<file path="config.mk">
export PLATFORM = sky130hd
export DESIGN_NAME = fb_test_top
export DESIGN_NICKNAME = d
export VERILOG_FILES = /design/src/fb_pkg.sv /design/src/video_pkg.sv /design/src/uart_rx.sv /design/src/sync_fifo.sv /design/src/frame_buffer_ctrl.sv /design/src/video_timing.sv /design/src/fb_test_top.sv
export VERILOG_INCLUDE_DIRS = /design/src
export SDC_FILE = /design/constraint.sdc
export NUM_CORES = 1
export LEC_CHECK = 0
export ABC_CLOCK_PERIOD_IN_PS = 5710
export BUFFER_PORTS_ARGS = -buffer_cell sky130_fd_sc_hd__buf_2
export CORE_MARGIN = 2
export CORE_UTILIZATION = 50
export CTS_BUF_LIST = sky130_fd_sc_hd__clkbuf_4 sky130_fd_sc_hd__clkbuf_8
export CTS_CLUSTER_DIAMETER = 30
export DETAILED_ROUTE_END_ITERATION = 12
export PLACE_DENSITY = 0.63
export RECOVER_POWER = 100
export SLEW_MARGIN = 20
export SYNTH_ARGS = -nofsm -noshare
export SYNTH_HDL_FRONTEND = slang
export SYNTH_HIERARCHICAL = 1
export SYNTH_SLANG_ARGS = --single-unit
</file>
<file path="constraint.sdc">
create_clock -name sys_clk -period 5.71 [get_ports sys_clk]
set_input_delay 0.2855 -clock sys_clk [delete_from_list [all_inputs] [get_ports sys_clk]]
set_output_delay 0.2855 -clock sys_clk [all_outputs]
set_load 0.005 [all_outputs]
</file>
<file path="src/fb_settings.svh">
`ifndef FB_SETTINGS_SVH
`define FB_SETTINGS_SVH

// active area, pixels per line and lines per frame
`define FB_H_ACTIVE 4
`define FB_V_ACTIVE 4

// totals incl blanking
`define FB_H_TOTAL 8   // clocks per line
`define FB_V_TOTAL 6   // lines per frame

// sync pulses sit at the start of blanking, active high
`define FB_H_SYNC 2    // clocks
`define FB_V_SYNC 1    // lines

// words in one stored frame
`define FB_FRAME_WORDS (`FB_H_ACTIVE * `FB_V_ACTIVE)

// uart oversampling, clocks per bit
`define FB_UART_DIV 8

// entries in each fifo
`define FB_FIFO_DEPTH 4

`endif

</file>
<file path="src/fb_pkg.sv">
`default_nettype none
`include "fb_settings.svh"

package fb_pkg;

  typedef logic [7:0] byte_t;    // one uart byte

  // byte k of a group of four lands in bits 8k+7:8k
  // so the first byte received is the lsb
  typedef logic [31:0] pixel_t;

  // one address per stored word
  typedef logic [$clog2(`FB_FRAME_WORDS)-1:0] addr_t;

  // byte as handed over by the receiver
  typedef struct packed {
    byte_t data;       // shifted-in payload
    logic  frame_err;  // stop bit sampled low
  } rx_byte_t;

endpackage

`default_nettype wire

</file>
<file path="src/video_pkg.sv">
`default_nettype none

package video_pkg;

  // timing strobes, all active high
  typedef struct packed {
    logic hsync;  // line sync
    logic vsync;  // frame sync
    logic de;     // active pixel
  } sync_t;

  // what leaves the chip each clock
  typedef struct packed {
    sync_t          sync;   // strobes
    fb_pkg::pixel_t pixel;  // zero outside de
  } video_t;

endpackage

`default_nettype wire

</file>
<file path="src/uart_rx.sv">
`timescale 1ns/1ps
`default_nettype none
`include "fb_settings.svh"

module uart_rx (
  input  wire              sys_clk,   // system clock
  input  wire              rst_n,     // sync reset, active low
  input  wire              rx,        // serial line, idles high
  output fb_pkg::rx_byte_t rx_byte,   // data + framing flag
  output logic             rx_valid   // one clock per stop bit
);

  localparam int DIV = `FB_UART_DIV;
  localparam int CW  = $clog2(DIV);

  typedef enum logic [2:0] {IDLE, START, DATA, STOP, BREAK} state_t;

  state_t        state;
  logic          rx_m;      // first sync stage
  logic          rx_s;      // synced line
  logic [CW-1:0] clk_cnt;   // clocks within current bit
  logic [2:0]    bit_idx;   // data bit being sampled
  logic [7:0]    shift_q;   // lsb arrives first
  logic          half_bit;
  logic          bit_end;

  assign half_bit = (clk_cnt == CW'(DIV/2 - 1));  // middle of start bit
  assign bit_end  = (clk_cnt == CW'(DIV - 1));    // one full bit later

  always_ff @(posedge sys_clk) begin
    if (!rst_n) begin
      rx_m     <= 1'b1;  // line idles high
      rx_s     <= 1'b1;
      state    <= IDLE;
      clk_cnt  <= '0;
      bit_idx  <= '0;
      rx_valid <= 1'b0;
    end else begin
      rx_m     <= rx;
      rx_s     <= rx_m;
      rx_valid <= 1'b0;               // pulse by default off
      clk_cnt  <= clk_cnt + 1'b1;
      case (state)
        IDLE: begin
          clk_cnt <= '0;
          if (!rx_s) state <= START;  // falling line = start bit
        end
        START: if (half_bit) begin
          clk_cnt <= '0;
          bit_idx <= '0;
          state   <= rx_s ? IDLE : DATA;  // glitch, back to idle
        end
        DATA: if (bit_end) begin
          clk_cnt <= '0;
          bit_idx <= bit_idx + 1'b1;
          if (bit_idx == 3'd7) state <= STOP;
        end
        STOP: if (bit_end) begin
          rx_valid <= 1'b1;
          state    <= rx_s ? IDLE : BREAK;
        end
        // low stop bit, wait for the line to come back high
        BREAK: if (rx_s) state <= IDLE;
        default: state <= IDLE;
      endcase
    end
  end

  always_ff @(posedge sys_clk) begin
    if (state == DATA && bit_end) shift_q <= {rx_s, shift_q[7:1]};
    if (state == STOP && bit_end) begin
      rx_byte.data      <= shift_q;
      rx_byte.frame_err <= !rx_s;  // stop must be high
    end
  end

endmodule

`default_nettype wire

</file>
<file path="src/sync_fifo.sv">
`timescale 1ns/1ps
`default_nettype none
`include "fb_settings.svh"

module sync_fifo #(
  parameter type payload_t = logic [7:0]  // entry type
) (
  input  wire                                   sys_clk,    // system clock
  input  wire                                   rst_n,      // sync reset, active low
  input  wire                                   push,       // write strobe
  input  wire payload_t                         push_data,  // entry to store
  input  wire                                   pop,        // advance head
  output payload_t                              pop_data,   // head, show-ahead
  output logic                                  not_empty,  // head valid
  output logic [$clog2(`FB_FIFO_DEPTH+1)-1:0]   count       // entries held
);

  localparam int DEPTH = `FB_FIFO_DEPTH;
  localparam int PW    = $clog2(DEPTH);
  localparam int CW    = $clog2(DEPTH + 1);

  payload_t      mem [DEPTH];  // circular storage
  logic [PW-1:0] wr_ptr;
  logic [PW-1:0] rd_ptr;
  logic          full;
  logic          do_push;
  logic          do_pop;

  assign full      = (count == CW'(DEPTH));
  assign not_empty = (count != '0);
  assign do_push   = push && !full;       // dropped when full
  assign do_pop    = pop && not_empty;    // ignored when empty
  assign pop_data  = mem[rd_ptr];         // head visible without a pop

  always_ff @(posedge sys_clk) begin
    if (!rst_n) begin
      wr_ptr <= '0;
      rd_ptr <= '0;
      count  <= '0;
    end else begin
      if (do_push) wr_ptr <= (wr_ptr == PW'(DEPTH - 1)) ? '0 : wr_ptr + 1'b1;
      if (do_pop)  rd_ptr <= (rd_ptr == PW'(DEPTH - 1)) ? '0 : rd_ptr + 1'b1;
      case ({do_push, do_pop})
        2'b10:   count <= count + 1'b1;
        2'b01:   count <= count - 1'b1;
        default: count <= count;  // both or neither
      endcase
    end
  end

  always_ff @(posedge sys_clk) begin
    if (do_push) mem[wr_ptr] <= push_data;
  end

endmodule

`default_nettype wire

</file>
<file path="src/frame_buffer_ctrl.sv">
`timescale 1ns/1ps
`default_nettype none
`include "fb_settings.svh"

module frame_buffer_ctrl (
  input  wire                                 sys_clk,       // system clock
  input  wire                                 rst_n,         // sync reset, active low
  input  wire fb_pkg::rx_byte_t               rx_head,       // rx fifo head
  input  wire                                 rx_not_empty,  // head valid
  output logic                                rx_pop,        // take head
  output logic                                pix_push,      // word into pixel fifo
  output fb_pkg::pixel_t                      pix_word,      // word from store
  input  wire [$clog2(`FB_FIFO_DEPTH+1)-1:0]  pix_count,     // pixel fifo fill
  output logic                                read_enable,   // frame stored, replay on
  output logic                                frame_err      // sticky bad stop bit
);

  localparam int          WORDS = `FB_FRAME_WORDS;
  localparam fb_pkg::addr_t LAST = fb_pkg::addr_t'(WORDS - 1);

  fb_pkg::pixel_t mem [WORDS];  // on-chip frame store
  fb_pkg::addr_t  wr_addr;      // next word to fill
  fb_pkg::addr_t  rd_addr;      // next word to replay
  logic [1:0]     lane;         // byte slot in current word
  logic [23:0]    pack_q;       // lanes 0..2 waiting for lane 3
  logic           rd_inflight;  // store read issued last clock
  logic           good_byte;
  logic           wr_word;
  logic           rd_issue;

  assign rx_pop    = rx_not_empty && !read_enable;  // fill mode only
  assign good_byte = rx_pop && !rx_head.frame_err;
  assign wr_word   = good_byte && (lane == 2'd3);   // fourth byte completes word

  // count the read still in flight so the fifo never overfills
  assign rd_issue = read_enable &&
                    ((int'(pix_count) + int'(rd_inflight)) < `FB_FIFO_DEPTH);

  assign pix_push = rd_inflight;  // store data lands one clock after the read

  always_ff @(posedge sys_clk) begin
    if (!rst_n) begin
      wr_addr     <= '0;
      rd_addr     <= '0;
      lane        <= '0;
      rd_inflight <= 1'b0;
      read_enable <= 1'b0;
      frame_err   <= 1'b0;
    end else begin
      if (rx_pop && rx_head.frame_err) frame_err <= 1'b1;  // drop, remember it
      if (good_byte) lane <= lane + 1'b1;                  // wraps after 3
      if (wr_word) begin
        wr_addr <= wr_addr + 1'b1;
        if (wr_addr == LAST) read_enable <= 1'b1;  // held till reset
      end
      rd_inflight <= rd_issue;
      if (rd_issue) rd_addr <= (rd_addr == LAST) ? '0 : rd_addr + 1'b1;
    end
  end

  always_ff @(posedge sys_clk) begin
    if (good_byte && !wr_word) pack_q[lane*8 +: 8] <= rx_head.data;  // lanes 0..2 only
    if (wr_word) mem[wr_addr] <= {rx_head.data, pack_q};  // lane 3 goes straight in
    if (rd_issue) pix_word <= mem[rd_addr];               // one clock read latency
  end

endmodule

`default_nettype wire

</file>
<file path="src/video_timing.sv">
`timescale 1ns/1ps
`default_nettype none
`include "fb_settings.svh"

module video_timing (
  input  wire                 sys_clk,        // system clock
  input  wire                 rst_n,          // sync reset, active low
  input  wire                 read_enable,    // frame stored
  input  wire fb_pkg::pixel_t pix_data,       // pixel fifo head
  input  wire                 data_rd_valid,  // pixel fifo not empty
  output logic                pix_data_req,   // next clock is an active pixel
  output logic                pix_pop,        // take head
  output video_pkg::video_t   video,          // registered output
  output logic                underrun        // sticky, pixel due with no data
);

  localparam int HW = $clog2(`FB_H_TOTAL);
  localparam int VW = $clog2(`FB_V_TOTAL);

  logic [HW-1:0] h_cnt;    // active pixels first, then blanking
  logic [VW-1:0] v_cnt;    // active lines first
  logic          run_q;    // counters advancing
  logic          active;
  logic          hsync;
  logic          vsync;

  assign active = (h_cnt < HW'(`FB_H_ACTIVE)) && (v_cnt < VW'(`FB_V_ACTIVE));
  assign hsync  = (h_cnt >= HW'(`FB_H_ACTIVE)) &&
                  (h_cnt <  HW'(`FB_H_ACTIVE + `FB_H_SYNC));
  assign vsync  = (v_cnt >= VW'(`FB_V_ACTIVE)) &&
                  (v_cnt <  VW'(`FB_V_ACTIVE + `FB_V_SYNC));

  assign pix_data_req = run_q && active;  // counters point one clock ahead
  assign pix_pop      = read_enable && data_rd_valid && pix_data_req;

  always_ff @(posedge sys_clk) begin
    if (!rst_n) begin
      run_q    <= 1'b0;
      h_cnt    <= '0;
      v_cnt    <= '0;
      video.sync <= '0;
      underrun <= 1'b0;
    end else begin
      // start once the first prefetched word is waiting
      run_q <= read_enable && (run_q || data_rd_valid);
      if (!run_q) begin
        h_cnt <= '0;  // parked at frame start
        v_cnt <= '0;
      end else if (h_cnt == HW'(`FB_H_TOTAL - 1)) begin
        h_cnt <= '0;
        v_cnt <= (v_cnt == VW'(`FB_V_TOTAL - 1)) ? '0 : v_cnt + 1'b1;
      end else begin
        h_cnt <= h_cnt + 1'b1;
      end
      video.sync.hsync <= run_q && hsync;
      video.sync.vsync <= run_q && vsync;
      video.sync.de    <= pix_data_req;
      if (pix_data_req && !data_rd_valid) underrun <= 1'b1;
    end
  end

  always_ff @(posedge sys_clk) begin
    video.pixel <= pix_pop ? pix_data : '0;  // blank outside de or on underrun
  end

endmodule

`default_nettype wire

</file>
<file path="src/fb_test_top.sv">
`timescale 1ns/1ps
`default_nettype none
`include "fb_settings.svh"

module fb_test_top (
  input  wire               sys_clk,    // system clock
  input  wire               rst_n,      // sync reset, active low
  input  wire               uart_rx_d,  // uart receive line
  output video_pkg::video_t video,      // sync + pixel
  output logic [3:0]        led         // {filled, framing err, underrun, 0}
);

  fb_pkg::rx_byte_t rx_byte;       // from receiver
  logic             rx_valid;
  fb_pkg::rx_byte_t rx_head;       // rx fifo head
  logic             rx_not_empty;
  logic             rx_pop;
  logic             pix_push;      // store read data valid
  fb_pkg::pixel_t   pix_word;
  fb_pkg::pixel_t   pix_data;      // pixel fifo head
  logic             data_rd_valid; // pixel fifo not empty
  logic             pix_pop;
  logic             read_enable;   // frame stored, replay running
  logic             frame_err;     // sticky
  logic             underrun;      // sticky
  logic [$clog2(`FB_FIFO_DEPTH+1)-1:0] pix_count;

  // same shape as the reference, minus pll lock
  assign led = {read_enable, frame_err, underrun, 1'b0};

  uart_rx u_uart_rx (
    .sys_clk  (sys_clk),
    .rst_n    (rst_n),
    .rx       (uart_rx_d),
    .rx_byte  (rx_byte),
    .rx_valid (rx_valid)
  );

  sync_fifo #(.payload_t(fb_pkg::rx_byte_t)) u_rx_fifo (
    .sys_clk   (sys_clk),
    .rst_n     (rst_n),
    .push      (rx_valid),  // every byte, good or bad
    .push_data (rx_byte),
    .pop       (rx_pop),
    .pop_data  (rx_head),
    .not_empty (rx_not_empty),
    .count     ()           // fill level not needed here
  );

  frame_buffer_ctrl u_fb_ctrl (
    .sys_clk      (sys_clk),
    .rst_n        (rst_n),
    .rx_head      (rx_head),
    .rx_not_empty (rx_not_empty),
    .rx_pop       (rx_pop),
    .pix_push     (pix_push),
    .pix_word     (pix_word),
    .pix_count    (pix_count),
    .read_enable  (read_enable),
    .frame_err    (frame_err)
  );

  sync_fifo #(.payload_t(fb_pkg::pixel_t)) u_pix_fifo (
    .sys_clk   (sys_clk),
    .rst_n     (rst_n),
    .push      (pix_push),
    .push_data (pix_word),
    .pop       (pix_pop),   // rd_en of the reference
    .pop_data  (pix_data),
    .not_empty (data_rd_valid),
    .count     (pix_count)  // throttles prefetch
  );

  video_timing u_video_timing (
    .sys_clk       (sys_clk),
    .rst_n         (rst_n),
    .read_enable   (read_enable),
    .pix_data      (pix_data),
    .data_rd_valid (data_rd_valid),
    .pix_data_req  (),             // lookahead, folded into pix_pop
    .pix_pop       (pix_pop),
    .video         (video),
    .underrun      (underrun)
  );

endmodule

`default_nettype wire

</file>
==> summary.txt <==
=================================================================================
Outcome                                                              complete, but fails checks
Violated checks                                                      max-capacitance violations, max-slew violations
Mean number of vias per cell                                                 5.58
Die height                                                                 257 um
Crit path to                                                         u_pix_fifo/count[2]
Register clock-pin slew on the reported worst setup and hold paths        0.05 ns
Clock tree from TritonCTS                                                    done
Number of H-tree levels                                                         4
Final critical-path setup slack                                           1.55 ns
Syn Inst Count                                                               1667
Startpoint type of the worst setup path                                 flip-flop
Unrepaired setup endpoints after global routing                                no
Critical path class                                                       reg2reg
Max clock buf depth                                                             3
Final Wtd Congestion                                                        0.755
Number of standard cells in the final layout excluding fillers               2772
Congestion Overflow GR                                                          0
Post-placement setup slack                                                2.31 ns
Global-route wire length before repair                                   96000 um
Total standard cell area after synthesis                             0.0319 sq mm
Detailed Route Iter0 Violations                                              1380
Total I/O pin count                                                            42
Number of failing hold endpoints at the final stage                             0
Cell Rows                                                                      92
Layout overhead on the synthesized area                                     13.4%
Final slew viol count                                                         712
Post-route clock period utilization                                         0.728
Worst setup EP type                                                     flip-flop
Count of fill cells added during filler insertion                            4786
Layout cells sized above 1                                                  0.257
Num Clock Sinks                                                               835
Routed len/inst                                                           22.6 um
Starting density of the core                                                0.505
Path category of the worst min-delay check                                reg2reg
Setup Skew                                                              0.0222 ns
CP startpoint                                                        u_pix_fifo/count[2]
Nets in the synthesized netlist                                              1703
Max_cap viols                                                                  22
Mean instance size in the synthesized netlist                          19.1 sq um
Number of global-route vias before repair                                   16100
R2R depth                                                                      12
Buffer type at the clock tree root                                   sky130_fd_sc_hd__clkbuf_8
Inst Count DP                                                                2482
Worst-path fanout max                                                          33
Number of I/O port buffers                                                     40
Pwr dens                                                              352 mW/mm^2
Number of remaining DRC errors                                                  0
Post-cts resize count                                                           0
HPWL after DPL                                                           37200 um
Die width                                                                  257 um
Highest clock frequency the design can meet                             0.241 GHz
Actual transition at the worst max-transition pin                         2.85 ns
Area inside the core boundary                                        0.0631 sq mm
GRT Resource Usage Total                                                    0.194
Number of vias after detailed routing                                       15500
Clock Latency Late Sink                                                   0.77 ns
Largest voltage drop on the vdd net                                      0.236 mV
Period minus WS final                                                     4.16 ns
Iteration count of the initial detailed-routing pass                            5
Reg-to-reg startpoint                                                u_pix_fifo/count[2]
Antenna violations before repair                                                3
Yosys warning total                                                             6
Max-Slew Margin vs Limit                                                   -0.898
Pin count of the biggest net entering global routing                           96
Die ar.                                                              0.0658 sq mm
Leakage Power                                                             11.6 nW
Data required time at the worst endpoint                                  6.38 ns
Routed Antenna Nets                                                             0
Reg-to-reg critical path endpoint                                    u_pix_fifo/count[2]
Total Nets Final                                                             1834
CTS buffer count                                                              155
Reg2Reg Setup Slack                                                       1.55 ns
Setup Total Neg Slack                                                        0 ns
Wire length after detailed routing                                       62700 um
Total setup violations reported at the end of the flow                          0
WP data arrival                                                           4.82 ns
=================================================================================
-- area by class of cell --
class	count	area [sq um]	share of cell area
clock inverters	90	930	0.0257
clock buffers	194	2500	0.0692
multi-input cells	682	6810	0.189
repair buffers	63	377	0.0104
diodes	1	2.50	0.0000693
well taps	846	1060	0.0293
flip-flops and latches	835	24200	0.670
inverters	61	229	0.00634
-- where the power goes --
part	switching [W]	internal [W]	leakage, nW
registers	0.00000174	0.00656	7.51
logic	0.00000878	0.00000473	2.31
clock network	0.00247	0.00368	1.73
total	0.00248	0.0102	11.6
-- layout by cell type (no fill, tap or decap), types with 28 or more instances in the layout --
master,n
sky130_fd_sc_hd__dfxtp_1,82
sky130_fd_sc_hd__inv_1,60
sky130_fd_sc_hd__ha_1,31
sky130_fd_sc_hd__nor2_1,82
sky130_fd_sc_hd__nand2_1,30
sky130_fd_sc_hd__clkbuf_8,167
sky130_fd_sc_hd__edfxtp_1,749
sky130_fd_sc_hd__mux2i_1,67
sky130_fd_sc_hd__nor3_1,32
sky130_fd_sc_hd__mux2_2,64
sky130_fd_sc_hd__a221o_1,32
sky130_fd_sc_hd__o22ai_1,34
sky130_fd_sc_hd__clkbuf_1,28
sky130_fd_sc_hd__o221ai_1,32
sky130_fd_sc_hd__mux4_2,105
-- critical path: stages, from the launching register on --
cell and delay [ns]:
sky130_fd_sc_hd__dfxtp_1 0.37, sky130_fd_sc_hd__or3_2 0.54, sky130_fd_sc_hd__nand4bb_2 0.11, sky130_fd_sc_hd__clkbuf_1 1.46, sky130_fd_sc_hd__nor2_1 0.09, sky130_fd_sc_hd__o31ai_1 0.23, sky130_fd_sc_hd__inv_1 0.10, sky130_fd_sc_hd__ha_1 0.22
sky130_fd_sc_hd__inv_1 0.07, sky130_fd_sc_hd__fa_1 0.18, sky130_fd_sc_hd__xor2_1 0.08, sky130_fd_sc_hd__or3_2 0.42, sky130_fd_sc_hd__a21boi_0 0.19
-- per-layer routing --
metal,vias up,track usage,wire (um)
li1,6914,-,-
met1,7996,0.281,28400
met2,455,0.290,29000
met3,102,0.0467,4070
met4,4,0.0714,1220
met5,-,0,29
-- how the worst min path moves through the flow --
stage	start	endpoint	slack [ns]	cells after the start
final	u_uart_rx/rx_m	u_uart_rx/rx_s	0.41	1
after global routing	u_uart_rx/rx_m	u_uart_rx/rx_s	0.43	1
after CTS	u_uart_rx/rx_m	u_uart_rx/rx_s	0.42	1
after detailed placement	u_uart_rx/rx_m	u_uart_rx/rx_s	0.40	1
after global placement	u_uart_rx/rx_m	u_uart_rx/rx_s	0.40	1
after floorplan	u_uart_rx/rx_m	u_uart_rx/rx_s	0.39	1
-- through the flow --
stage	util	cell area (sq um)	hold slack (ns)	power, W
2_1_floorplan	-	31900	0.386	0.00669
3_3_place_gp	0.521	32900	0.401	0.00670
3_5_place_dp	0.521	32900	0.403	0.00670
4_1_cts	0.576	36300	0.420	0.0129
5_1_grt	0.573	36100	0.427	0.0132
6_report	0.573	36100	0.412	0.0127
-- flip-flops by register name, indices dropped and copies added (netlist names), 3 cells and up, named ones only --
| name | count |
|---|---|
| u_uart_rx/bit_idx | 3 |
| u_fb_ctrl/rd_addr | 4 |
| u_rx_fifo/mem | 36 |
| u_video_timing/h_cnt | 3 |
| u_pix_fifo/count | 3 |
| u_uart_rx/shift_q | 8 |
| u_video_timing/v_cnt | 3 |
| u_fb_ctrl/wr_addr | 4 |
| u_fb_ctrl/pack_q | 24 |
| u_fb_ctrl/pix_word | 32 |
| u_uart_rx/state | 3 |
| u_rx_fifo/count | 3 |
| u_uart_rx/rx_byte | 9 |
| u_fb_ctrl/mem | 512 |
| u_uart_rx/clk_cnt | 3 |
| u_pix_fifo/mem | 128 |
| u_video_timing/video | 35 |
-- what timing repair did --
action	CTS	global route
buffers inserted	0	0
endpoints found under the hold margin	2	0
hold buffers	3	0
No activity file was read; power rests on OpenSTA's default activity.
